File: config.mk
export PLATFORM = sky130hd
export DESIGN_NAME = reg_file
export DESIGN_NICKNAME = d
export VERILOG_FILES = /design/src/design/reg_file.sv
export VERILOG_INCLUDE_DIRS = /design/src /design/src/include
export SDC_FILE = /design/constraint.sdc
export NUM_CORES = 2
export LEC_CHECK = 0
export BUFFER_PORTS_ARGS = -buffer_cell sky130_fd_sc_hd__buf_4
export CAP_MARGIN = 10
export CORE_MARGIN = 2
export CORE_UTILIZATION = 50
export DETAILED_ROUTE_END_ITERATION = 10
export PLACE_DENSITY_LB_ADDON = 0.2
export SETUP_SLACK_MARGIN = 0.3
export SKIP_LAST_GASP = 1
export SLEW_MARGIN = 30
export SYNTH_ARGS = -nofsm -noshare
export SYNTH_HDL_FRONTEND = slang
export SYNTH_SLANG_ARGS = --single-unit
File: constraint.sdc
create_clock -name clk_i -period 2.65 [get_ports clk_i]
set_input_delay 0.53 -clock clk_i [delete_from_list [all_inputs] [get_ports clk_i]]
set_output_delay 0.53 -clock clk_i [all_outputs]
set_load 0.1 [all_outputs]
File: src/include/core_config.svh
// Core build constants, included by the core package and by modules that size by them
`ifndef CORE_CONFIG_SVH
`define CORE_CONFIG_SVH

// Data and address width
`define CORE_XLEN 32

// Architectural integer registers, x0 included
`define CORE_NR_REGS 32

// ------------------------------------------------------------
// Fetch sizing
// ------------------------------------------------------------

// Entries in the fetch queue
`define FETCH_QUEUE_DEPTH 2

// Granted instruction requests that may await a response
`define FETCH_MAX_OUTSTANDING 2

`endif

File: src/design/reg_file.sv
// Integer register file, two read ports and one write port with write-through bypass
`timescale 1ns/1ps
`default_nettype none
`include "core_config.svh"

module reg_file (
    input  wire logic                  clk_i,
    input  wire logic                  rst_ni,
    input  wire logic [4:0]            raddr_a_i,
    input  wire logic [4:0]            raddr_b_i,
    output logic [`CORE_XLEN-1:0]      rdata_a_o,
    output logic [`CORE_XLEN-1:0]      rdata_b_o,
    input  wire logic                  we_i,
    input  wire logic [4:0]            waddr_i,
    input  wire logic [`CORE_XLEN-1:0] wdata_i
);

    logic [`CORE_XLEN-1:0] regs_q [`CORE_NR_REGS];

    always_ff @(posedge clk_i or negedge rst_ni) begin
        if (!rst_ni) begin
            for (int i = 0; i < `CORE_NR_REGS; i++) regs_q[i] <= '0;
        end else if (we_i && waddr_i != 5'd0) begin
            regs_q[waddr_i] <= wdata_i;
        end
    end

    // x0 reads zero, a same-cycle write is forwarded
    assign rdata_a_o = (raddr_a_i == 5'd0) ? '0 :
                       (we_i && waddr_i == raddr_a_i) ? wdata_i : regs_q[raddr_a_i];
    assign rdata_b_o = (raddr_b_i == 5'd0) ? '0 :
                       (we_i && waddr_i == raddr_b_i) ? wdata_i : regs_q[raddr_b_i];

endmodule

`default_nettype wire

[Word-level counts from Yosys, hierarchy flattened]
Cells that the tools add are included.
Word-level totals
  bits in registers: 1024
  output and inout port bits: 64
  logic and storage cells: 61
Operators by class
  bitwise logic cells: 3
  reduce and logical (&&, ||, !) cells: 7
  equality and inequality tests: 2
  mux-type cells: 13
  order comparisons: 4
Operator list (number)
  1024-bit bitwise mux: 1
  32-bit binary-select mux with 5-bit select: 2
  32-bit two-way mux: 9
  32-bit demux with 5-bit select: 1
  6-bit >= comparator (second input constant): 3
  5-bit NOT with 6-bit output: 3
  5-bit == test: 2
  5-bit zero test: 2
  6-bit by 1-bit less-than comparator with 1-bit output (second input constant): 1
  5-bit nonzero test: 1
  1-bit logical AND: 4

[Logic depth before layout (Yosys ltp)]
  word-level depth: 6
  mapped depth: 10
  mapped depth without buffers: 5

[Worst setup path after synthesis]
OpenSTA, ideal clock, no wires.
  kind: in2out
  from: input port raddr_b_i[0]
  to: output port rdata_b_o[12]
  buffers on the path: 4
  required time: 2.120 ns
  arrival: 3.344 ns
  cell stages on the path: 9
  setup slack: -1.224 ns
  cells stage by stage: buf_4 buf_4 buf_4 buf_4 mux2i_1 a22oi_1 o211ai_1 o21a_1 a21oi_1
On the way
  cells in the longest elaborated chain, start to end: 6
  elaborated cells between the ends (all ways): 9
RTL lines
  start: declaration: RTL line reg_file.sv:10  | input wire logic [4:0] raddr_b_i,
  5-bit NOT with 6-bit output (implied by the code): RTL line reg_file.sv:32  | (we_i && waddr_i == raddr_b_i) ? wdata_i : regs_q[raddr_b_i];
  32-bit binary-select mux with 5-bit select: RTL line reg_file.sv:32
  32-bit two-way mux (implied by the code) (2 in a row): RTL line reg_file.sv:32
  32-bit two-way mux: RTL line reg_file.sv:32
  32-bit two-way mux (*): RTL line reg_file.sv:31  | assign rdata_b_o = (raddr_b_i == 5'd0) ? '0 :
  end: declaration: RTL line reg_file.sv:12  | output logic [`CORE_XLEN-1:0] rdata_b_o,
Mark *: on every way between the ends. The rest lies on a longest branch, timed or not. The select of a mux whose other input is x is not followed.

[Final worst setup path]
  from: input port raddr_b_i[0]
  to: output port rdata_b_o[28]
Same word-level chain as after synthesis.

==> results.cfg <==
[outcome]
status = complete, but fails checks
violations = negative setup slack

[timing]
slew_headroom_pct = 46.0
slew_viol_final = 0
finalCriticalPeriod_ns = 3.27
tns_ns = -32.42
finalHoldViolCount = 0
period_share_pct = 123
finalSetupViolCount = 64
grt_setup_unrepaired = true
worstMarginPinSlew_ns = 0.808
fmax_mhz = 306
skew_ns = 0
setup_slack_ns = -0.617

[synth]
ys_async_sr_fraction_pct = 100
synth-xor-area-share_pct = 0.161
synth_top_cell_area_share_pct = 47.0
ys_ff_latch = 1024
synth-compound-area-share_pct = 6.62
ys.flop_type = dfrtp_1
synth_area_sq_um = 54500
postSynthCellCount = 3673
synth_nets = 3723
synth-simple-area-share_pct = 0.938
synth_top_family_by_area = multiplexers
ys_seq_area_share_pct = 47.0
yosysTopAreaCell = dfrtp_1
yosys.area_share.adder_pct = 0
yosys_warnings = 0
synth_cell_type_count = 53
yosys-top-cells-area = dfrtp_1, mux2_2, mux4_2
avgSynthCellArea_sq_um = 14.9
muxShareOfSynthArea_pct = 41.7
synth_edf_count = 0

[place]
gp_congestion = 0.908
port_buffers = 113
dpl.hpwl_um = 124000
dp_slack_ns = -0.921
placed_cell_area_sq_um = 61200

[final_layout]
largest_reg_flops = 1024
postLayoutCoreUtil_pct = 63.1
layout.nets = 4079
mostFrequentLayoutCells = dfrtp_1, mux2_2, mux4_2
layout_commonest_cell = dfrtp_1
layout-drive-gt1-share_pct = 58.5
regMostFlops = regs_q
n_fill_cell = 7655
seqCellArea_sq_um = 25600
area_growth_pct = 25.5
largest_registers = regs_q (1024)
final_area_sq_um = 68500
multi_input_area_sq_um = 28900

[global_routing]
grt_pass1_wl_um = 289000
met3_usage_pct = 9.77
grt_max_degree = 113
grt.total_usage_pct = 35.9
grt_pass1_vias = 40441
grtUsageMet1_pct = 48.8
antenna_found_initial = 7
use_met2_pct = 53.2
grt-ovfl-total = 0
busiest_layer = met2

[die]
die_w_um = 334
io_pins = 114
initial_utilization_pct = 50.2
row_count = 121
core_sq_um = 109000
dieArea_sq_um = 112000
die_h_um = 334

[worst_setup_path]
crit_family = simple AND/OR/NAND/NOR gates
worst_ep_required_time_ns = 2.12
worstPathBufferInverterCount = 4
worstSetupPathType = input port to output port
reg2reg_setup_slack_ns = 1.71
critPathLaunchType = input port
cp_slowest_cell = or4_4
critPathMaxStageDelay_ns = 0.58
path_cells = buf_12 -> xnor2_4 -> buf_6 -> nand2_4 -> or4_4 -> buf_6 -> and3b_4 -> a221o_4 -> buf_12
critical_path.max_fanout = 6
end_kind = output port
reg2regPathDepth = 2
rr_startpoint = regs_q[628]$_DFFE_PN0P_
r2r_end = regs_q[628]$_DFFE_PN0P_
cp.arrival_ns = 2.74

[pwr]
p_total_mw = 50.2
irDropWorstVdd_mv = 0.529
power_leakage_nw = 29.8
power_frac_comb_pct = 25.9
sequentialPowerShare_pct = 41.7
switching_share_pct = 29.8
powerDensity_nw_per_um2 = 733
power.clock.fraction_pct = 32.4
p_int_mw = 35.2
p_switching_mw = 15.0

[drt]
drcViolationCount = 0
dr.pass1.iters = 5
wl_per_cell_um = 36.4
routed_wl_um = 201000
num_vias = 39323
avgViaCountPerCell = 7.11
antenna_left = 0
first_iter_violations = 4804

[clock_tree]
cts_tree = yes
htreeDepth = 3
clk_latency_ns = 0.68
clockRootBuffer = clkbuf_16
cts.sinks = 1024
clk_pin_slew_ns = 0.06
cts_buffers = 112
clockBufferDepth = 3

[min_path]
min-delay-start = wdata_i[30]
hold_path_class = input port to register
hold_depth = 2
hold_end = regs_q[126]$_DFFE_PN0P_

[job]
cap_violations = 0
==> Yosys cell counts, types with 2 or more instances <==
cell type / count
o221a_2: 3
mux2_1: 97
mux4_2: 412
and3b_1: 2
a22oi_1: 95
o211ai_1: 17
a221o_1: 12
xor2_1: 2
o21a_1: 8
nor3_1: 2
buf_4: 23
a2111oi_2: 15
nor2_1: 24
nand3_1: 2
o21ai_0: 10
o221a_1: 9
o22a_1: 6
nor3b_1: 4
mux2_2: 898
a2111oi_0: 26
o221ai_1: 43
clkbuf_1: 249
nand2b_1: 3
xnor2_1: 8
a21oi_1: 84
buf_1: 62
nand3b_1: 7
and2_1: 2
nand2_1: 38
buf_2: 88
a221oi_1: 6
a211oi_1: 4
buf_6: 15
mux2i_1: 227
a32o_1: 10
o22ai_1: 44
a22o_1: 71
dfrtp_1: 1024
nor2b_1: 7
==> worst max-delay path by stage <==
stage,startpoint,to,cells past startpoint
global route,raddr_b_i[0],rdata_b_o[23],11
CTS,regs_q[626]$_DFFE_PN0P_,rdata_a_o[18],7
detailed placement,raddr_b_i[0],rdata_b_o[8],10
global placement,raddr_b_i[0],rdata_b_o[8],10
floorplan,raddr_b_i[0],rdata_b_o[10],8
finish,raddr_b_i[0],rdata_b_o[28],9
==> per-stage QoR <==
| step | std cells | hold slack, ns |
|---|---|---|
| after floorplan | 3673 | 0.234 |
| after global routing | 5532 | 0.347 |
| after global placement | 5199 | 0.377 |
| after detailed placement | 5199 | 0.384 |
| final | 5533 | 0.341 |
| after CTS | 5510 | 0.300 |
==> layout make-up <==
| cell class | count | share of cell area [%] |
|---|---|---|
| Timing Repair Buffer | 678 | 12.2 |
| Tap cell | 1414 | 2.58 |
| Clock inverter | 38 | 0.694 |
| Inverter | 1 | 0.00548 |
| Sequential cell | 1024 | 37.4 |
| Clock buffer | 165 | 4.86 |
| Multi-Input combinational cell | 2212 | 42.2 |
| Antenna cell | 1 | 0.00365 |
==> per-layer routing <==
| layer | up-vias | routed length [um] |
|---|---|---|
| met3 | 604 | 22500 |
| met2 | 2448 | 89700 |
| met4 | 10 | 11500 |
| met1 | 21141 | 77500 |
| li1 | 15120 | - |
| met5 | - | 63 |
==> power by group through the flow <==
| stage | clock (mW) | combinational, mW | sequential [mW] |
|---|---|---|---|
| final | 16.2 | 13.0 | 20.9 |
| after floorplan | 0 | 8.61 | 20.2 |
| after CTS | 16.4 | 12.8 | 20.8 |
| after global routing | 17.0 | 13.6 | 21.2 |
| after detailed placement | 0 | 11.5 | 21.1 |
| after global placement | 0 | 11.2 | 20.7 |
==> logic make-up (layout without fill, tap and decap cells) <==
kind of cell              Yosys count  count (layout)
muxes                            1634            1634
DFF                              1024            1024
AOI/OAI and AO/OA                 466             466
buffers and inverters             438             882
and+or+nand+nor                   101             102
xor gates and xnor gates           10              10
other                               0               1
==> worst reg2reg max path, stage by stage, from the launching register on <==
cell and delay [ns]:
dfrtp_1 0.39, buf_4 0.14, mux2_1 0.29
==> repair_timing <==
action / CTS / global route
resized for setup: 353 / 47
cloned: 18 / 3
setup buffers: 89 / 19
hold endpoints to repair: 31 / 0
pin swaps: 87 / 13
setup endpoints to repair: 64 / 64
hold buffers: 1 / 0
Power figures use the tool's default switching activity.
