File: src/include/core_config.svh
// Core build constants, included by the core package and by modules that size by them
`ifndef CORE_CONFIG_SVH
`define CORE_CONFIG_SVH

// Data and address width
`define CORE_XLEN 32

// Architectural integer registers, x0 included
`define CORE_NR_REGS 32

// ------------------------------------------------------------
// Fetch sizing
// ------------------------------------------------------------

// Entries in the fetch queue
`define FETCH_QUEUE_DEPTH 2

// Granted instruction requests that may await a response
`define FETCH_MAX_OUTSTANDING 2

`endif

File: src/design/core_pkg.sv
// Shared core types: instruction views, memory bus records and pipeline records
`default_nettype none
`include "core_config.svh"

package core_pkg;

    // ------------------------------------------------------------
    // Instruction encoding
    // ------------------------------------------------------------
    typedef enum logic [6:0] {
        OPC_OP     = 7'b0110011,
        OPC_OP_IMM = 7'b0010011,
        OPC_BRANCH = 7'b1100011,
        OPC_LUI    = 7'b0110111
    } opcode_e;

    typedef enum logic [3:0] {
        ALU_ADD, ALU_SUB, ALU_AND, ALU_OR, ALU_XOR,
        ALU_SLT, ALU_PASS_IMM, ALU_BEQ, ALU_BNE, ALU_BLT
    } alu_op_e;

    typedef struct packed {
        logic [6:0] funct7;
        logic [4:0] rs2;
        logic [4:0] rs1;
        logic [2:0] funct3;
        logic [4:0] rd;
        logic [6:0] opcode;
    } rv_rtype_t;

    typedef struct packed {
        logic [11:0] imm12;
        logic [4:0]  rs1;
        logic [2:0]  funct3;
        logic [4:0]  rd;
        logic [6:0]  opcode;
    } rv_itype_t;

    // Same word, register view or immediate view
    typedef union packed {
        rv_rtype_t r;
        rv_itype_t i;
    } rv_instr_u;

    // ------------------------------------------------------------
    // Instruction memory bus
    // ------------------------------------------------------------
    typedef struct packed {
        logic                  req;
        logic [`CORE_XLEN-1:0] addr;
    } instr_req_t;

    typedef struct packed {
        logic        gnt;
        logic        rvalid;
        logic [31:0] rdata;
    } instr_rsp_t;

    // ------------------------------------------------------------
    // Pipeline records
    // ------------------------------------------------------------
    typedef struct packed {
        logic [`CORE_XLEN-1:0] pc;
        rv_instr_u             instr;
    } fetch_entry_t;

    typedef struct packed {
        logic                  valid;
        alu_op_e               op;
        logic [`CORE_XLEN-1:0] opa;
        logic [`CORE_XLEN-1:0] opb;
        logic [`CORE_XLEN-1:0] imm;
        logic [4:0]            rd;
        logic                  we;
        logic [`CORE_XLEN-1:0] pc;
    } issue_t;

    typedef struct packed {
        logic                  valid;
        logic [`CORE_XLEN-1:0] target;
    } redirect_t;

    typedef struct packed {
        logic                  valid;
        logic [`CORE_XLEN-1:0] pc;
        logic [4:0]            rd;
        logic                  we;
        logic [`CORE_XLEN-1:0] wdata;
    } retire_t;

endpackage

`default_nettype wire

File: src/design/decode_issue.sv
// Decode of the fetch queue head, operand read and issue register feeding execute
`timescale 1ns/1ps
`default_nettype none
`include "core_config.svh"

module decode_issue import core_pkg::*; (
    input  wire logic                  clk_i,
    input  wire logic                  rst_ni,
    input  wire logic                  head_valid_i,
    input  wire fetch_entry_t          head_i,
    output logic                       pop_o,
    input  wire logic                  kill_i,
    output logic [4:0]                 raddr_a_o,
    output logic [4:0]                 raddr_b_o,
    input  wire logic [`CORE_XLEN-1:0] rdata_a_i,
    input  wire logic [`CORE_XLEN-1:0] rdata_b_i,
    output issue_t                     issue_o
);

    rv_instr_u             instr;
    alu_op_e               op;
    logic [`CORE_XLEN-1:0] imm;
    logic                  we;
    logic                  use_imm;
    issue_t                issue_q;

    assign instr     = head_i.instr;
    assign raddr_a_o = instr.r.rs1;
    assign raddr_b_o = instr.r.rs2;

    // Execute never stalls, so the head is taken whenever present
    assign pop_o = head_valid_i;

    // ------------------------------------------------------------
    // Decode
    // ------------------------------------------------------------
    always_comb begin
        op      = ALU_ADD;
        we      = 1'b0;
        use_imm = 1'b0;
        imm     = {{(`CORE_XLEN-12){instr.i.imm12[11]}}, instr.i.imm12};
        case (instr.r.opcode)
            OPC_OP, OPC_OP_IMM: begin
                we      = 1'b1;
                use_imm = (instr.r.opcode == OPC_OP_IMM);
                case (instr.r.funct3)
                    3'b000: op = (!use_imm && instr.r.funct7[5]) ? ALU_SUB : ALU_ADD;
                    3'b010: op = ALU_SLT;
                    3'b100: op = ALU_XOR;
                    3'b110: op = ALU_OR;
                    3'b111: op = ALU_AND;
                    default: we = 1'b0;
                endcase
            end
            OPC_BRANCH: begin
                // B-type offset is scattered over funct7 and rd
                imm = {{(`CORE_XLEN-12){instr.r.funct7[6]}}, instr.r.rd[0],
                       instr.r.funct7[5:0], instr.r.rd[4:1], 1'b0};
                case (instr.r.funct3)
                    3'b000: op = ALU_BEQ;
                    3'b001: op = ALU_BNE;
                    3'b100: op = ALU_BLT;
                    default: op = ALU_ADD;
                endcase
            end
            OPC_LUI: begin
                op  = ALU_PASS_IMM;
                we  = 1'b1;
                imm = {instr.i.imm12, instr.i.rs1, instr.i.funct3, 12'b0};
            end
            default: begin
                // Unsupported, retires as a no-op
                we = 1'b0;
            end
        endcase
        we = we & (instr.r.rd != 5'd0);
    end

    // ------------------------------------------------------------
    // Issue register
    // ------------------------------------------------------------
    always_ff @(posedge clk_i or negedge rst_ni) begin
        if (!rst_ni) begin
            issue_q <= '0;
        end else begin
            issue_q.valid <= head_valid_i & ~kill_i;
            if (head_valid_i) begin
                issue_q.op  <= op;
                issue_q.opa <= rdata_a_i;
                issue_q.opb <= use_imm ? imm : rdata_b_i;
                issue_q.imm <= imm;
                issue_q.rd  <= instr.r.rd;
                issue_q.we  <= we;
                issue_q.pc  <= head_i.pc;
            end
        end
    end

    assign issue_o = issue_q;

endmodule

`default_nettype wire

File: config.mk
export PLATFORM = sky130hd
export DESIGN_NAME = decode_issue
export DESIGN_NICKNAME = d
export VERILOG_FILES = /design/src/design/core_pkg.sv /design/src/design/decode_issue.sv
export VERILOG_INCLUDE_DIRS = /design/src /design/src/include
export SDC_FILE = /design/constraint.sdc
export NUM_CORES = 1
export LEC_CHECK = 0
export BUFFER_PORTS_ARGS = -buffer_cell sky130_fd_sc_hd__buf_2
export CAP_MARGIN = 40
export CORE_ASPECT_RATIO = 1.4
export CORE_MARGIN = 1
export CORE_UTILIZATION = 30
export DETAILED_ROUTE_END_ITERATION = 16
export MAX_ROUTING_LAYER = met4
export PLACE_DENSITY_LB_ADDON = 0.08
export SYNTH_ARGS = -nofsm -noshare
export SYNTH_HDL_FRONTEND = slang
export SYNTH_SLANG_ARGS = --single-unit
File: constraint.sdc
create_clock -name clk_i -period 0.95 [get_ports clk_i]
set_input_delay 0.0475 -clock clk_i [delete_from_list [all_inputs] [get_ports clk_i]]
set_output_delay 0.0475 -clock clk_i [all_outputs]
set_load 0.01 [all_outputs]
# --- Word level (Yosys, flattened, before mapping) ---
# Index checks and enable logic that the tools add are counted.
totals:
  register_bits: 139
  inputBits: 132
  word_cells: 35
op_classes:
  eq_ne: 9
  muxes: 9
  bitwise: 3
  n_reduce_logical: 6
ops:
  columns: ["operator", "n"]
  rows:
  - ["$pmux 31 s2", 1]
  - ["$mux 32", 1]
  - ["$pmux 4 s3", 2]
  - ["$pmux 3 s5", 1]
  - ["$eq 7x6->1 const B", 2]
  - ["$eq 3x3->1 const B", 3]
  - ["$eq 7x5->1 const B", 1]
  - ["$eq 7x7->1 const B", 1]
  - ["$reduce_bool 5->1", 1]
  - ["$reduce_or 5->1", 1]
  - ["$eq 3x1->1 const B", 1]
  - ["$eq 3x2->1 const B", 1]
  - ["$logic_not 3->1", 1]
  - ["$mux 1", 3]
  - ["$and 1x1->1", 2]
  - ["$pmux 1 s2", 1]
  - ["$reduce_or 2->1", 1]
  - ["$logic_and 1x1->1", 1]
  - ["$logic_not 1->1", 1]
  - ["$not 1->1", 1]

# --- Depth between registers and ports, before layout ---
depth:
  depth_word: 6
  mapped_depth: 6
  mapped_depth_nobuf: 4

# --- Least setup slack after synthesis ---
# No wires, ideal clock.
synth_path:
  kind: "in2reg"
  from: "input head_valid_i"
  to: "register issue_q, in the netlist issue_o[100]"
  t_arrival_ns: 0.972
  required_time_ns: 0.822
  slack_ns: -0.150
  stages: 5
  path_buffers: 4
  path_cell_list: "clkbuf_1 -> buf_2 -> buf_2 -> buf_2 -> a21oi_2"
synth_lines:
  columns: ["item", "line", "rtl"]
  rows:
  - ["from (decl)", "decode_issue.sv:9", "input wire logic head_valid_i,"]
  - ["to (decl)", "decode_issue.sv:25", "issue_t issue_q;"]
# No word-level cell between the ends.

# --- Worst setup path in the final report ---
layout_path:
  from: "register issue_q, in the netlist issue_o[135]"
  to: "output issue_o[135] (netlist name)"
layout_lines:
  columns: ["item", "line", "rtl"]
  rows:
  - ["to (decl)", "decode_issue.sv:17", "output issue_t issue_o"]
# No word-level cell between the ends.

==> results.tsv <==
metric	value	unit
status	complete, but fails checks	
violations	setup timing	
path_max_fanout	2	
drt_iter0_drc	208	
ant_nets	0	
avgSynthCellArea	12.3	sq um
crit_family	flip-flops	
min_period	1.03	ns
met1_length	7330	microns
end_kind	output port	
top_layer	met4	
largest_reg_flops	139	
cts_root_buf	clkbuf_16	
clockPowerShare	39.0	%
setup_violations	138	
grt_pass1_wl	29100	microns
grt-ovfl-total	0	
routed_via_density	4.53	
clk_pin_slew	0.06	ns
multi_input_area	0.00223	sq mm
whs	0.00186	ns
dpl_cell_area	0.00799	sq mm
grt_max_degree	55	
syn_to_final_growth	74.9	%
synth_cell_types	39	
num_rows	60	
wl_met3	1150	microns
swShare	27.0	%
skew	0	ns
tns	-4.05	ns
vias	5457	
rsz0062_at_grt	true	
synth-compound-area-share	14.2	%
synth-xor-area-share	0.296	%
cts_max_level	4	
start_util	30.7	%
ys_warn_count	0	
synthesis.nets	613	
seqPwrFrac	41.0	%
synthSimpleGateAreaFrac	7.46	%
ys_seq_area_share	58.7	%
dp_hpwl	12900	microns
relSlewSlack	74.1	%
finalNetCount	1076	
cts_made_buffers	17	
die_x	121	microns
fin_util	53.7	%
clock_sinks	139	
min_path_type	in -> reg	
final.fill_count	1676	
intPower	12100	uW
dp_cells	1007	
critical_path_class	reg -> out	
p_sw	4470	uW
cts.path.max_buffers	2	
combPwrFrac	20.0	%
r2r_slack	0.06	ns
drive_above_1_share	55.6	%
antenna_found_initial	0	
drv_cap	0	
clk_latency	0.41	ns
port_buffers	281	
dieArea	0.0203	sq mm
p_leak	0.00486	uW
worst_pin_slew	0.386	ns
coreArea	0.0193	sq mm
mostFrequentLayoutCell	buf_2	
synthCells	481	
antenna_cells	0	
instances_no_fill	1205	
grt_usage	19.1	%
start_kind	flop	
drv_slew	0	
cpPeakStageDelay	0.41	ns
synth_area	0.00592	sq mm
crit_buf_inv	1	
ir_drop	0.00101	V
layout.area.seq	0.00348	sq mm
dr.pass1.iters	6	
met2_length	9860	microns
fin_crit_sh	108	%
die_y	168	microns
gp_congestion	0.800	
mostFrequentLayoutCells	buf_2, dfrtp_1, dlygate4sd3_1	
synthAdderAreaFrac	0	%
cp.arrival	0.98	ns
clock.fmax	973	MHz
drc	0	
ys_ff_latch	139	
io-pin-count	282	
finalWorstSetupSlack	-0.0782	ns
wirelength	18700	microns
path_cells	buf_2	
synth_top_family_by_area	multiplexers	
cts_tree	done	
wire_per_inst	15.5	microns
grt_pass1_vias	5722	
synth.area.mux_share	14.3	%
slowest_stage	dfrtp_1	
powerDensity	1600	mW/mm^2
final_area	0.0104	sq mm
hold_viol	0	
worstPathRequired	0.90	ns
==> cell usage after synthesis, drive strengths merged <==
library cell / count / area (sq um)
a21oi: 91 / 606
a221oi: 5 / 43.8
a2bb2oi: 1 / 8.76
a32o: 1 / 10.0
and2: 2 / 12.5
and3b: 2 / 17.5
and4b: 1 / 10.0
buf: 35 / 226
clkbuf: 9 / 33.8
clkinv: 1 / 3.75
dfrtp: 139 / 3480
inv: 9 / 33.8
mux2: 70 / 788
mux2i: 6 / 60.1
nand2: 7 / 26.3
nand2b: 1 / 6.26
nand3: 8 / 40.0
nand3b: 1 / 7.51
nand4b: 1 / 8.76
nor2: 58 / 225
nor3: 2 / 10.0
nor3b: 2 / 15.0
nor4: 2 / 27.5
o211ai: 1 / 7.51
o21ai: 3 / 15.0
o21bai: 1 / 7.51
o221ai: 6 / 52.6
o2bb2ai: 10 / 87.6
or2b: 1 / 7.51
or3b: 2 / 20.0
or4: 1 / 7.51
xor2: 2 / 17.5
==> area by class of cell <==
type | count | area share [%]
Inverter | 10 | 0.362
Tap cell | 248 | 3.00
Clock inverter | 13 | 1.26
Multi-Input combinational cell | 288 | 21.5
Timing Repair Buffer | 488 | 36.0
Clock buffer | 19 | 4.28
Sequential cell | 139 | 33.6
==> cell families (layout without fill, tap and decap cells) <==
group	Yosys count	after routing
flops	139	139
compound gates	119	119
simple gates	91	91
mux	76	76
buf+inv	54	530
xor+xnor	2	2
==> stage by stage <==
step | worst slack [ns] | power [uW]
floorplan | -0.138 | 8010
CTS | -0.0983 | 16600
global placement | -0.391 | 9380
global route | -0.111 | 17400
detailed placement | -0.428 | 9440
finish | -0.0782 | 16600
==> per-layer routing <==
metal  GRT usage, %  up-vias
li1               -     2611
met1           21.5     2629
met2           32.9      196
met3           4.44       21
met4           6.92        0
met5              -        -
==> power groups by stage <==
stage	clock [uW]	sequential, uW	combinational, uW
final	6450	6790	3310
after detailed placement	0	6860	2580
after global placement	0	6840	2540
after global routing	6910	6850	3600
after CTS	6660	6790	3190
after floorplan	0	7110	893
==> what timing repair did <==
action | CTS | global route
endpoints found under the hold margin | 265 | 0
hold buffers | 120 | 0
cloned | 0 | 1
setup endpoints to repair | 139 | 165
setup buffers | 20 | 26
gates resized for setup | 38 | 13
==> final timing paths <==
check | from | to | cells past startpoint
max | issue_o[135] | issue_o[135] | 1
min in group asynchronous | rst_ni | issue_o[83] | 2
max reg2reg | issue_o[118] | issue_o[118] | 2
min | head_i[23] | issue_o[41] | 3
max in group asynchronous | rst_ni | issue_o[14] | 3
min reg2reg | issue_o[105] | issue_o[105] | 1
Power figures use the tool's default switching activity.
