`src/include/core_config.svh`:
```
// Core build constants, included by the core package and by modules that size by them
`ifndef CORE_CONFIG_SVH
`define CORE_CONFIG_SVH

// Data and address width
`define CORE_XLEN 32

// Architectural integer registers, x0 included
`define CORE_NR_REGS 32

// ------------------------------------------------------------
// Fetch sizing
// ------------------------------------------------------------

// Entries in the fetch queue
`define FETCH_QUEUE_DEPTH 2

// Granted instruction requests that may await a response
`define FETCH_MAX_OUTSTANDING 2

`endif

```
`src/design/core_pkg.sv`:
```
// Shared core types: instruction views, memory bus records and pipeline records
`default_nettype none
`include "core_config.svh"

package core_pkg;

    // ------------------------------------------------------------
    // Instruction encoding
    // ------------------------------------------------------------
    typedef enum logic [6:0] {
        OPC_OP     = 7'b0110011,
        OPC_OP_IMM = 7'b0010011,
        OPC_BRANCH = 7'b1100011,
        OPC_LUI    = 7'b0110111
    } opcode_e;

    typedef enum logic [3:0] {
        ALU_ADD, ALU_SUB, ALU_AND, ALU_OR, ALU_XOR,
        ALU_SLT, ALU_PASS_IMM, ALU_BEQ, ALU_BNE, ALU_BLT
    } alu_op_e;

    typedef struct packed {
        logic [6:0] funct7;
        logic [4:0] rs2;
        logic [4:0] rs1;
        logic [2:0] funct3;
        logic [4:0] rd;
        logic [6:0] opcode;
    } rv_rtype_t;

    typedef struct packed {
        logic [11:0] imm12;
        logic [4:0]  rs1;
        logic [2:0]  funct3;
        logic [4:0]  rd;
        logic [6:0]  opcode;
    } rv_itype_t;

    // Same word, register view or immediate view
    typedef union packed {
        rv_rtype_t r;
        rv_itype_t i;
    } rv_instr_u;

    // ------------------------------------------------------------
    // Instruction memory bus
    // ------------------------------------------------------------
    typedef struct packed {
        logic                  req;
        logic [`CORE_XLEN-1:0] addr;
    } instr_req_t;

    typedef struct packed {
        logic        gnt;
        logic        rvalid;
        logic [31:0] rdata;
    } instr_rsp_t;

    // ------------------------------------------------------------
    // Pipeline records
    // ------------------------------------------------------------
    typedef struct packed {
        logic [`CORE_XLEN-1:0] pc;
        rv_instr_u             instr;
    } fetch_entry_t;

    typedef struct packed {
        logic                  valid;
        alu_op_e               op;
        logic [`CORE_XLEN-1:0] opa;
        logic [`CORE_XLEN-1:0] opb;
        logic [`CORE_XLEN-1:0] imm;
        logic [4:0]            rd;
        logic                  we;
        logic [`CORE_XLEN-1:0] pc;
    } issue_t;

    typedef struct packed {
        logic                  valid;
        logic [`CORE_XLEN-1:0] target;
    } redirect_t;

    typedef struct packed {
        logic                  valid;
        logic [`CORE_XLEN-1:0] pc;
        logic [4:0]            rd;
        logic                  we;
        logic [`CORE_XLEN-1:0] wdata;
    } retire_t;

endpackage

`default_nettype wire

```
`src/design/alu_branch.sv`:
```
// Execute stage: ALU, branch resolution, register write and retire record
`timescale 1ns/1ps
`default_nettype none
`include "core_config.svh"

module alu_branch import core_pkg::*; (
    input  wire logic             clk_i,
    input  wire logic             rst_ni,
    input  wire issue_t           issue_i,
    output logic                  we_o,
    output logic [4:0]            waddr_o,
    output logic [`CORE_XLEN-1:0] wdata_o,
    output redirect_t             redirect_o,
    output retire_t               retire_o
);

    logic [`CORE_XLEN-1:0] result;
    logic                  taken;
    retire_t               retire_q;

    always_comb begin
        result = '0;
        taken  = 1'b0;
        case (issue_i.op)
            ALU_ADD:      result = issue_i.opa + issue_i.opb;
            ALU_SUB:      result = issue_i.opa - issue_i.opb;
            ALU_AND:      result = issue_i.opa & issue_i.opb;
            ALU_OR:       result = issue_i.opa | issue_i.opb;
            ALU_XOR:      result = issue_i.opa ^ issue_i.opb;
            ALU_SLT:      result = {{(`CORE_XLEN-1){1'b0}},
                                    $signed(issue_i.opa) < $signed(issue_i.opb)};
            ALU_PASS_IMM: result = issue_i.imm;
            ALU_BEQ:      taken  = (issue_i.opa == issue_i.opb);
            ALU_BNE:      taken  = (issue_i.opa != issue_i.opb);
            ALU_BLT:      taken  = $signed(issue_i.opa) < $signed(issue_i.opb);
            default:      result = '0;
        endcase
    end

    assign we_o    = issue_i.valid & issue_i.we;
    assign waddr_o = issue_i.rd;
    assign wdata_o = result;

    // Not-taken prediction, only a taken branch redirects
    assign redirect_o.valid  = issue_i.valid & taken;
    assign redirect_o.target = issue_i.pc + issue_i.imm;

    // ------------------------------------------------------------
    // Retire record, one cycle after execute
    // ------------------------------------------------------------
    always_ff @(posedge clk_i or negedge rst_ni) begin
        if (!rst_ni) begin
            retire_q <= '0;
        end else begin
            retire_q.valid <= issue_i.valid;
            retire_q.pc    <= issue_i.pc;
            retire_q.rd    <= issue_i.rd;
            retire_q.we    <= we_o;
            retire_q.wdata <= result;
        end
    end

    assign retire_o = retire_q;

endmodule

`default_nettype wire

```
`config.mk`:
```
export PLATFORM = sky130hd
export DESIGN_NAME = alu_branch
export DESIGN_NICKNAME = d
export VERILOG_FILES = /design/src/design/core_pkg.sv /design/src/design/alu_branch.sv
export VERILOG_INCLUDE_DIRS = /design/src /design/src/include
export SDC_FILE = /design/constraint.sdc
export NUM_CORES = 1
export LEC_CHECK = 0
export ABC_AREA = 1
export BUFFER_PORTS_ARGS = -buffer_cell sky130_fd_sc_hd__buf_2
export CAP_MARGIN = 10
export CORE_MARGIN = 4
export CORE_UTILIZATION = 54
export CTS_CLUSTER_SIZE = 30
export DETAILED_ROUTE_END_ITERATION = 10
export GPL_ROUTABILITY_DRIVEN = 1
export PLACE_DENSITY = 0.92
export SYNTH_ARGS = -nofsm -noshare
export SYNTH_HDL_FRONTEND = slang
export SYNTH_SLANG_ARGS = --single-unit
```
`constraint.sdc`:
```
create_clock -name clk_i -period 2.3 [get_ports clk_i]
set_clock_uncertainty 0.05 [all_clocks]
set_input_delay 0.23 -clock clk_i [delete_from_list [all_inputs] [get_ports clk_i]]
set_output_delay 0.23 -clock clk_i [all_outputs]
set_load 0.03 [all_outputs]
```
==> impl_metrics.env, run 1 <==
export IMPL_status="stopped before the end"
export IMPL_haltStage="global routing (5_1_grt)"
export IMPL_toolErrorMsg="[ERROR GRT-0232] Routing congestion too high. Check the congestion heatmap in the GUI."
export IMPL_ys_async_sr_fraction=1.00
export IMPL_synth_ff_type="dfrtp_1"
export IMPL_gp_congestion=1.19
export IMPL_grt_max_degree=41
export IMPL_initial_core_util=0.558
export IMPL_muxShareOfSynthArea=0
export IMPL_die_x_um=143
export IMPL_cts_max_level=3
export IMPL_rows=48
export IMPL_clock_sinks=71
export IMPL_grt_worst_setup_endpoint="wdata_o[14]"
export IMPL_synthSimpleGateAreaFrac=0.311
export IMPL_ys_types=46
export IMPL_grt_overflow=587
export IMPL_synth_seq_area_share=0.181
export IMPL_syn_num_nets=1844
export IMPL_place_area_mm2=0.0133
export IMPL_clk_path_buf_depth=2
export IMPL_worstEndpointType="output port"
export IMPL_synth_xor_xnor_area_share=0.0242
export IMPL_syn_inst=1568
export IMPL_io_buffers=282
export IMPL_syn_area_per_cell_um2=6.24
export IMPL_syn_area_mm2=0.00979
export IMPL_synth_enable_flop_cells=0
export IMPL_io_pins=283
export IMPL_dp_cells=2305
export IMPL_grt_usage=0.896
export IMPL_ys_ff_latch=71
export IMPL_yosysWarnings=0
export IMPL_synth_top_family_by_area="simple AND/OR/NAND/NOR gates"
export IMPL_die_y_um=143
export IMPL_synth_compound_area_frac=0.178
export IMPL_cts_buffers=9
export IMPL_dpl_hpwl_um=34800
export IMPL_synth_adder_area_share=0.175
export IMPL_cts_root_buf="clkbuf_16"
## routing by layer
layer  GRT usage  overflow
met3       0.777        21
met1       0.841        16
met4       0.985       187
met2        1.04       359
met5       0.536         4
## per-stage QoR
stage / setup slack (ps) / hold slack [ps]
after floorplan: 15.9 / -116
after global placement: -207 / 165
after detailed placement: -282 / 180
after CTS: -53.8 / 41.6
## cells by family after synthesis
| logic type | count (synthesis) |
|---|---|
| AOI/OAI and AO/OA | 295 |
| xor gates and xnor gates | 27 |
| adders and majority gates | 135 |
| buffers and inverters | 312 |
| DFF | 71 |
| and+or+nand+nor | 728 |
## Yosys cell counts, types with 2 or more instances
library cell  number  area share
buf_6              3      0.0035
inv_1            263        0.10
o211ai_1           6      0.0046
o21bai_2           2      0.0023
a31oi_1            7      0.0045
buf_2             18      0.0092
o21ai_0           78       0.040
dfrtp_1           71        0.18
buf_4             16       0.012
a21oi_2            7      0.0063
clkbuf_1           3      0.0012
nand3_1          125       0.064
a21o_1             9      0.0069
nor2_1           153       0.059
a21oi_1          116       0.059
xnor2_1            7      0.0063
and2_1             2      0.0013
nand2_1          391        0.15
nor2_4             3      0.0035
o21a_1             2      0.0015
fa_1               3      0.0061
nand3b_1           2      0.0015
xor2_1            20       0.018
o22ai_1           24       0.015
a21boi_0           2      0.0015
inv_2              7      0.0027
nor3_1            13      0.0066
o21bai_1          12      0.0092
ha_1             132        0.17
nand2_2            8      0.0051
nand4_1           20       0.013
nor3_2             2      0.0020
a221oi_1          22       0.020
nor2_2             6      0.0038
o21ai_2            2      0.0018
## repair_timing
action                     CTS
pin swaps                   30
setup endpoints to repair   46
hold endpoints to repair    67
buffers inserted            16
resized for setup          202
hold buffers                37
==> inputs of run 2 (changes only) <==
--- a/config.mk
+++ b/config.mk
@@ -10,11 +10,10 @@
 export BUFFER_PORTS_ARGS = -buffer_cell sky130_fd_sc_hd__buf_2
 export CAP_MARGIN = 10
 export CORE_MARGIN = 4
-export CORE_UTILIZATION = 54
-export CTS_CLUSTER_SIZE = 30
+export CORE_UTILIZATION = 40
 export DETAILED_ROUTE_END_ITERATION = 10
 export GPL_ROUTABILITY_DRIVEN = 1
-export PLACE_DENSITY = 0.92
+export PLACE_DENSITY_LB_ADDON = 0.15
 export SYNTH_ARGS = -nofsm -noshare
 export SYNTH_HDL_FRONTEND = slang
 export SYNTH_SLANG_ARGS = --single-unit
==> impl_metrics.env, run 2 <==
export IMPL_gp_congestion=0.972
export IMPL_fin_nets=2566
export IMPL_setup_tns_ps=-110
export IMPL_area_delta_synth_final_pct=83.1
export IMPL_path_cells="buf_6 > inv_2 > ha_4 > nand2_4 > nor2_4 > inv_1 > nor2_1 > buf_4 > nand4_1 > nand3_1 > nand2_1 > nand3_2 > nand3_2 > buf_6"
export IMPL_cts_root_buf="clkbuf_16"
export IMPL_report_final_hold_viol_count=0
export IMPL_syn_inst=1568
export IMPL_largest_reg_flops=71
export IMPL_grt_max_degree=38
export IMPL_worst_slew_pin_slew_ps=583
export IMPL_design_area_mm2=0.0179
export IMPL_final_cell_mix="buf_4 (434), nand2_1 (283), buf_2 (222)"
export IMPL_vias_per_cell=5.26
export IMPL_die_x_um=164
export IMPL_min_path_type="input port to register"
export IMPL_critical_path_required_ps=2020
export IMPL_initial_core_util=0.412
export IMPL_crit_arrival_ps=2050
export IMPL_ys_top_cells_by_area="dfrtp_1 (18%), ha_1 (17%), nand2_1 (15%), inv_1 (10%), nand3_1 (6.4%)"
export IMPL_setup_violations=4
export IMPL_drt_iter0_drc=983
export IMPL_dpl_hpwl_um=38800
export IMPL_die_y_um=164
export IMPL_period_minus_slack_ps=2330
export IMPL_die_area_mm2=0.0270
export IMPL_relSlewSlack=0.611
export IMPL_critPathMaxStageDelay_ps=340
export IMPL_clock_sinks=71
export IMPL_place_area_mm2=0.0143
export IMPL_grt_pass1_vias=13100
export IMPL_cp_top_family="simple AND/OR/NAND/NOR gates"
export IMPL_vias=13800
export IMPL_syn_area_per_cell_um2=6.24
export IMPL_max_freq_mhz=429
export IMPL_syn_num_nets=1844
export IMPL_ys_types=46
export IMPL_rsz0062_at_grt="true"
export IMPL_wl_per_cell_um=19.0
export IMPL_firstDrtPassIters=5
export IMPL_drv_cap=0
export IMPL_path_class="input port to output port"
export IMPL_synth_most_common_cell="nand2_1"
export IMPL_failed_checks="negative setup slack"
export IMPL_wirelength_um=49600
export IMPL_rows=56
export IMPL_io_pins=283
export IMPL_synth_seq_area_share=0.181
export IMPL_antenna_left=0
export IMPL_grt_pass1_wl_um=69900
export IMPL_holdWs_ps=49.0
export IMPL_io_buffers=282
export IMPL_synth_enable_flop_cells=0
export IMPL_leakage_nw=9.38
export IMPL_drive_gt1_frac=0.533
export IMPL_cts_max_level=3
export IMPL_ys_ff_latch=71
export IMPL_syn_area_mm2=0.00979
export IMPL_status="complete, but fails checks"
export IMPL_yosys_area_top_type="dfrtp_1"
export IMPL_ir_drop_v=0.000310
export IMPL_antenna_found_initial=1
export IMPL_grt_usage=0.336
export IMPL_cp_buffers_inverters=5
export IMPL_cp_start_kind="input port"
export IMPL_yosysWarnings=0
export IMPL_clk_path_buf_depth=2
export IMPL_cts_buffers=9
export IMPL_slew_violations=0
export IMPL_fp_coreArea_mm2=0.0238
export IMPL_final_util=0.755
export IMPL_ys_async_sr_fraction=1.00
export IMPL_synth_ff_type="dfrtp_1"
export IMPL_antennaDiodeCount=0
export IMPL_cts_tree="built"
export IMPL_worst_slack_ps=-32.1
export IMPL_cp_slowest_cell="ha_4"
export IMPL_synth_top_cell_area_share=0.181
export IMPL_drc=0
export IMPL_layout_commonest_cell="buf_4"
export IMPL_cp_max_fo=7
export IMPL_p_per_area_mw_per_mm2=439
export IMPL_grt_overflow=0
export IMPL_synth_common_cells="nand2_1 (391), inv_1 (263), nor2_1 (153)"
export IMPL_fin_crit_sh=1.01
export IMPL_cp_end_kind="output port"
export IMPL_clkTransAtPathRegs_ps=70
[run 2: power by group]
group	internal [mW]	total (mW)	switching, mW
clock network	0.969	1.68	0.711
registers	1.34	1.36	0.0226
logic	2.03	4.82	2.79
total	4.34	7.86	3.52
[run 2: area by class of cell]
type,count,area [um2]
Clock inverter,7,105
Multi-Input combinational cell,1185,8960
Fill cell,1881,5830
Timing Repair Buffer,752,5430
Tap cell,319,399
Inverter,271,1030
Clock buffer,9,225
Sequential cell,71,1780
[run 2: final timing paths]
| path | startpoint | endpoint | slack (ps) | cells after the start |
|---|---|---|---|---|
| worst max-delay path | issue_i[117] | wdata_o[20] | -30 | 14 |
| worst min-delay path | issue_i[1] | retire_o[39] | 50 | 2 |
| max in group asynchronous | rst_ni | retire_o[4] | 1220 | 3 |
| min in group asynchronous | rst_ni | retire_o[59] | 370 | 2 |
[run 2: cells by family after synthesis]
family | count (synthesis) | synth area share
and+or+nand+nor | 728 | 0.311
AOI/OAI and AO/OA | 295 | 0.178
adders and majority gates | 135 | 0.175
DFF | 71 | 0.181
buffers and inverters | 312 | 0.130
xor gates and xnor gates | 27 | 0.0242
[run 2: layer usage]
layer  vias to the layer above  GRT usage  wire, um
met3                       129     0.0389      3840
met1                      6441      0.428     19700
li1                       6531          -         -
met5                         -          0        16
met4                         2      0.119      2110
met2                       655      0.589     23900
[run 2: stage by stage]
stage          power [mW]  setup slack [ps]  cells
3_3_place_gp         5.09              -511   2511
5_1_grt              8.22              -158   2614
3_5_place_dp         5.11              -476   2511
4_1_cts              7.21             -19.7   2579
2_1_floorplan        3.37              15.9   1568
6_report             7.86             -32.1   2614
[run 2: timing repair]
item | CTS | global route
endpoints found under the setup margin | 44 | 49
buffers inserted | 17 | 34
hold endpoints to repair | 70 | 1
hold buffers | 35 | 1
pin swaps | 44 | 134
gates resized for setup | 281 | 433
(Power assumes the default switching activity.)
==> inputs of run 3 (changes only) <==
--- a/config.mk
+++ b/config.mk
@@ -13,7 +13,9 @@
 export CORE_UTILIZATION = 40
 export DETAILED_ROUTE_END_ITERATION = 10
 export GPL_ROUTABILITY_DRIVEN = 1
+export HOLD_SLACK_MARGIN = 0.06
 export PLACE_DENSITY_LB_ADDON = 0.15
+export SKIP_LAST_GASP = 1
 export SYNTH_ARGS = -nofsm -noshare
 export SYNTH_HDL_FRONTEND = slang
 export SYNTH_SLANG_ARGS = --single-unit
==> impl_metrics.env, run 3 (synthesized netlist as in run 2, its figures left out) <==
export IMPL_die_y_um=164
export IMPL_worst_slew_pin_slew_ps=582
export IMPL_leakage_nw=9.43
export IMPL_antenna_left=0
export IMPL_drc=0
export IMPL_relSlewSlack=0.612
export IMPL_wl_per_cell_um=19.1
export IMPL_clk_path_buf_depth=2
export IMPL_firstDrtPassIters=6
export IMPL_cts_buffers=9
export IMPL_power_frac_clock=0.213
export IMPL_crit_arrival_ps=2030
export IMPL_worst_slack_ps=-5.54
export IMPL_grt_usage=0.336
export IMPL_cts_tree="built"
export IMPL_antennaDiodeCount=0
export IMPL_slew_violations=0
export IMPL_cp_end_kind="output port"
export IMPL_period_minus_slack_ps=2310
export IMPL_grt_pass1_vias=13100
export IMPL_fillers=1853
export IMPL_min_path_type="input port to register"
export IMPL_seqPwrFrac=0.172
export IMPL_clkTransAtPathRegs_ps=70
export IMPL_cts_root_buf="clkbuf_16"
export IMPL_status="complete, but fails checks"
export IMPL_path_class="input port to output port"
export IMPL_holdWs_ps=88.2
export IMPL_gp_congestion=0.972
export IMPL_p_per_area_mw_per_mm2=439
export IMPL_grt_max_degree=38
export IMPL_vias=13900
export IMPL_cp_top_family="compound AO/OA/AOI/OAI gates"
export IMPL_cp_max_fo=3
export IMPL_die_x_um=164
export IMPL_area_delta_synth_final_pct=84.4
export IMPL_wirelength_um=49900
export IMPL_clock_sinks=71
export IMPL_failed_checks="negative setup slack"
export IMPL_rsz0062_at_grt="true"
export IMPL_vias_per_cell=5.30
export IMPL_ff_latch_area_mm2=0.00178
export IMPL_drv_cap=0
export IMPL_cp_buffers_inverters=3
export IMPL_io_buffers=282
export IMPL_setup_violations=1
export IMPL_cp_start_kind="input port"
export IMPL_ir_drop_v=0.000316
export IMPL_place_area_mm2=0.0143
export IMPL_dpl_hpwl_um=38800
export IMPL_cp_slowest_cell="ha_1"
export IMPL_largest_reg_flops=71
export IMPL_grt_pass1_wl_um=69900
export IMPL_path_depth=11
export IMPL_rows=56
export IMPL_critical_path_required_ps=2020
export IMPL_die_area_mm2=0.0270
export IMPL_antenna_found_initial=1
export IMPL_drive_gt1_frac=0.538
export IMPL_fp_coreArea_mm2=0.0238
export IMPL_design_area_mm2=0.0181
export IMPL_layout_commonest_cell="buf_4"
export IMPL_initial_core_util=0.412
export IMPL_drt_iter0_drc=1057
export IMPL_final_cell_mix="buf_4 (436), nand2_1 (278), buf_2 (218)"
export IMPL_power_frac_comb=0.616
export IMPL_cts_max_level=3
export IMPL_max_freq_mhz=434
export IMPL_grt_overflow=0
export IMPL_report_final_hold_viol_count=0
export IMPL_path_cells="buf_2 > ha_1 > a21oi_2 > o21ai_1 > a21oi_2 > buf_4 > o21bai_4 > nand2_1 > nand2_1 > xor2_2 > buf_6"
export IMPL_multi_input_area_mm2=0.00901
export IMPL_switching_share=0.449
export IMPL_power_mw=7.92
export IMPL_fin_crit_sh=1.00
export IMPL_p_sw_mw=3.55
export IMPL_fin_nets=2570
export IMPL_power_internal_mw=4.37
export IMPL_critPathMaxStageDelay_ps=330
export IMPL_whs_path_depth=3
export IMPL_io_pins=283
[run 3: cell types whose count changed in the layout (fill, tap and decap cells not counted), sizes merged]
cell         before  now
buf             709  712
dlygate4sd3      36   38
clkbuf           16   15
[run 3: area by class of cell]
type                            count  share of cell area
Inverter                          271              0.0575
Clock inverter                      7             0.00582
Timing Repair Buffer              756               0.305
Sequential cell                    71              0.0984
Multi-Input combinational cell   1185               0.499
Clock buffer                        9              0.0125
Tap cell                          319              0.0221
[run 3: final timing paths]
kind                        startpoint              to  slack (ps)
max in group asynchronous       rst_ni     retire_o[4]        1220
max                        issue_i[42]  redirect_o[19]          -6
min in group asynchronous       rst_ni    retire_o[59]         370
min                        issue_i[32]    retire_o[32]          90
[run 3: through the flow]
| stage | setup slack, ps | TNS [ps] | utilization | cells |
|---|---|---|---|---|
| finish | -5.54 | -5.54 | 0.760 | 2618 |
| global route | -103 | -1760 | 0.760 | 2618 |
| CTS | -29.4 | -197 | 0.680 | 2582 |
| detailed placement | -476 | -10200 | 0.601 | 2511 |
| global placement | -511 | -10050 | 0.601 | 2511 |
| floorplan | 15.9 | 0 | - | 1568 |
[run 3: routing by layer]
layer / track usage / routed length [um] / vias up
li1: - / - / 6539
met1: 0.428 / 19700 / 6522
met2: 0.587 / 24300 / 693
met3: 0.0387 / 4040 / 118
met4: 0.119 / 1870 / 2
met5: 0 / 13 / -
[run 3: power by group through the flow]
stage | sequential, mW | combinational, mW | clock (mW)
finish | 1.36 | 4.88 | 1.68
CTS | 1.36 | 4.16 | 1.68
global route | 1.37 | 5.16 | 1.75
detailed placement | 1.38 | 3.73 | 0
global placement | 1.38 | 3.71 | 0
floorplan | 1.58 | 1.79 | 0
[run 3: what timing repair did]
| item | in CTS | in global routing |
|---|---|---|
| hold buffers | 38 | 0 |
| setup endpoints to repair | 44 | 49 |
| endpoints found under the hold margin | 73 | 0 |
| resized for setup | 273 | 473 |
| pin swaps | 43 | 155 |
| buffers inserted | 17 | 36 |
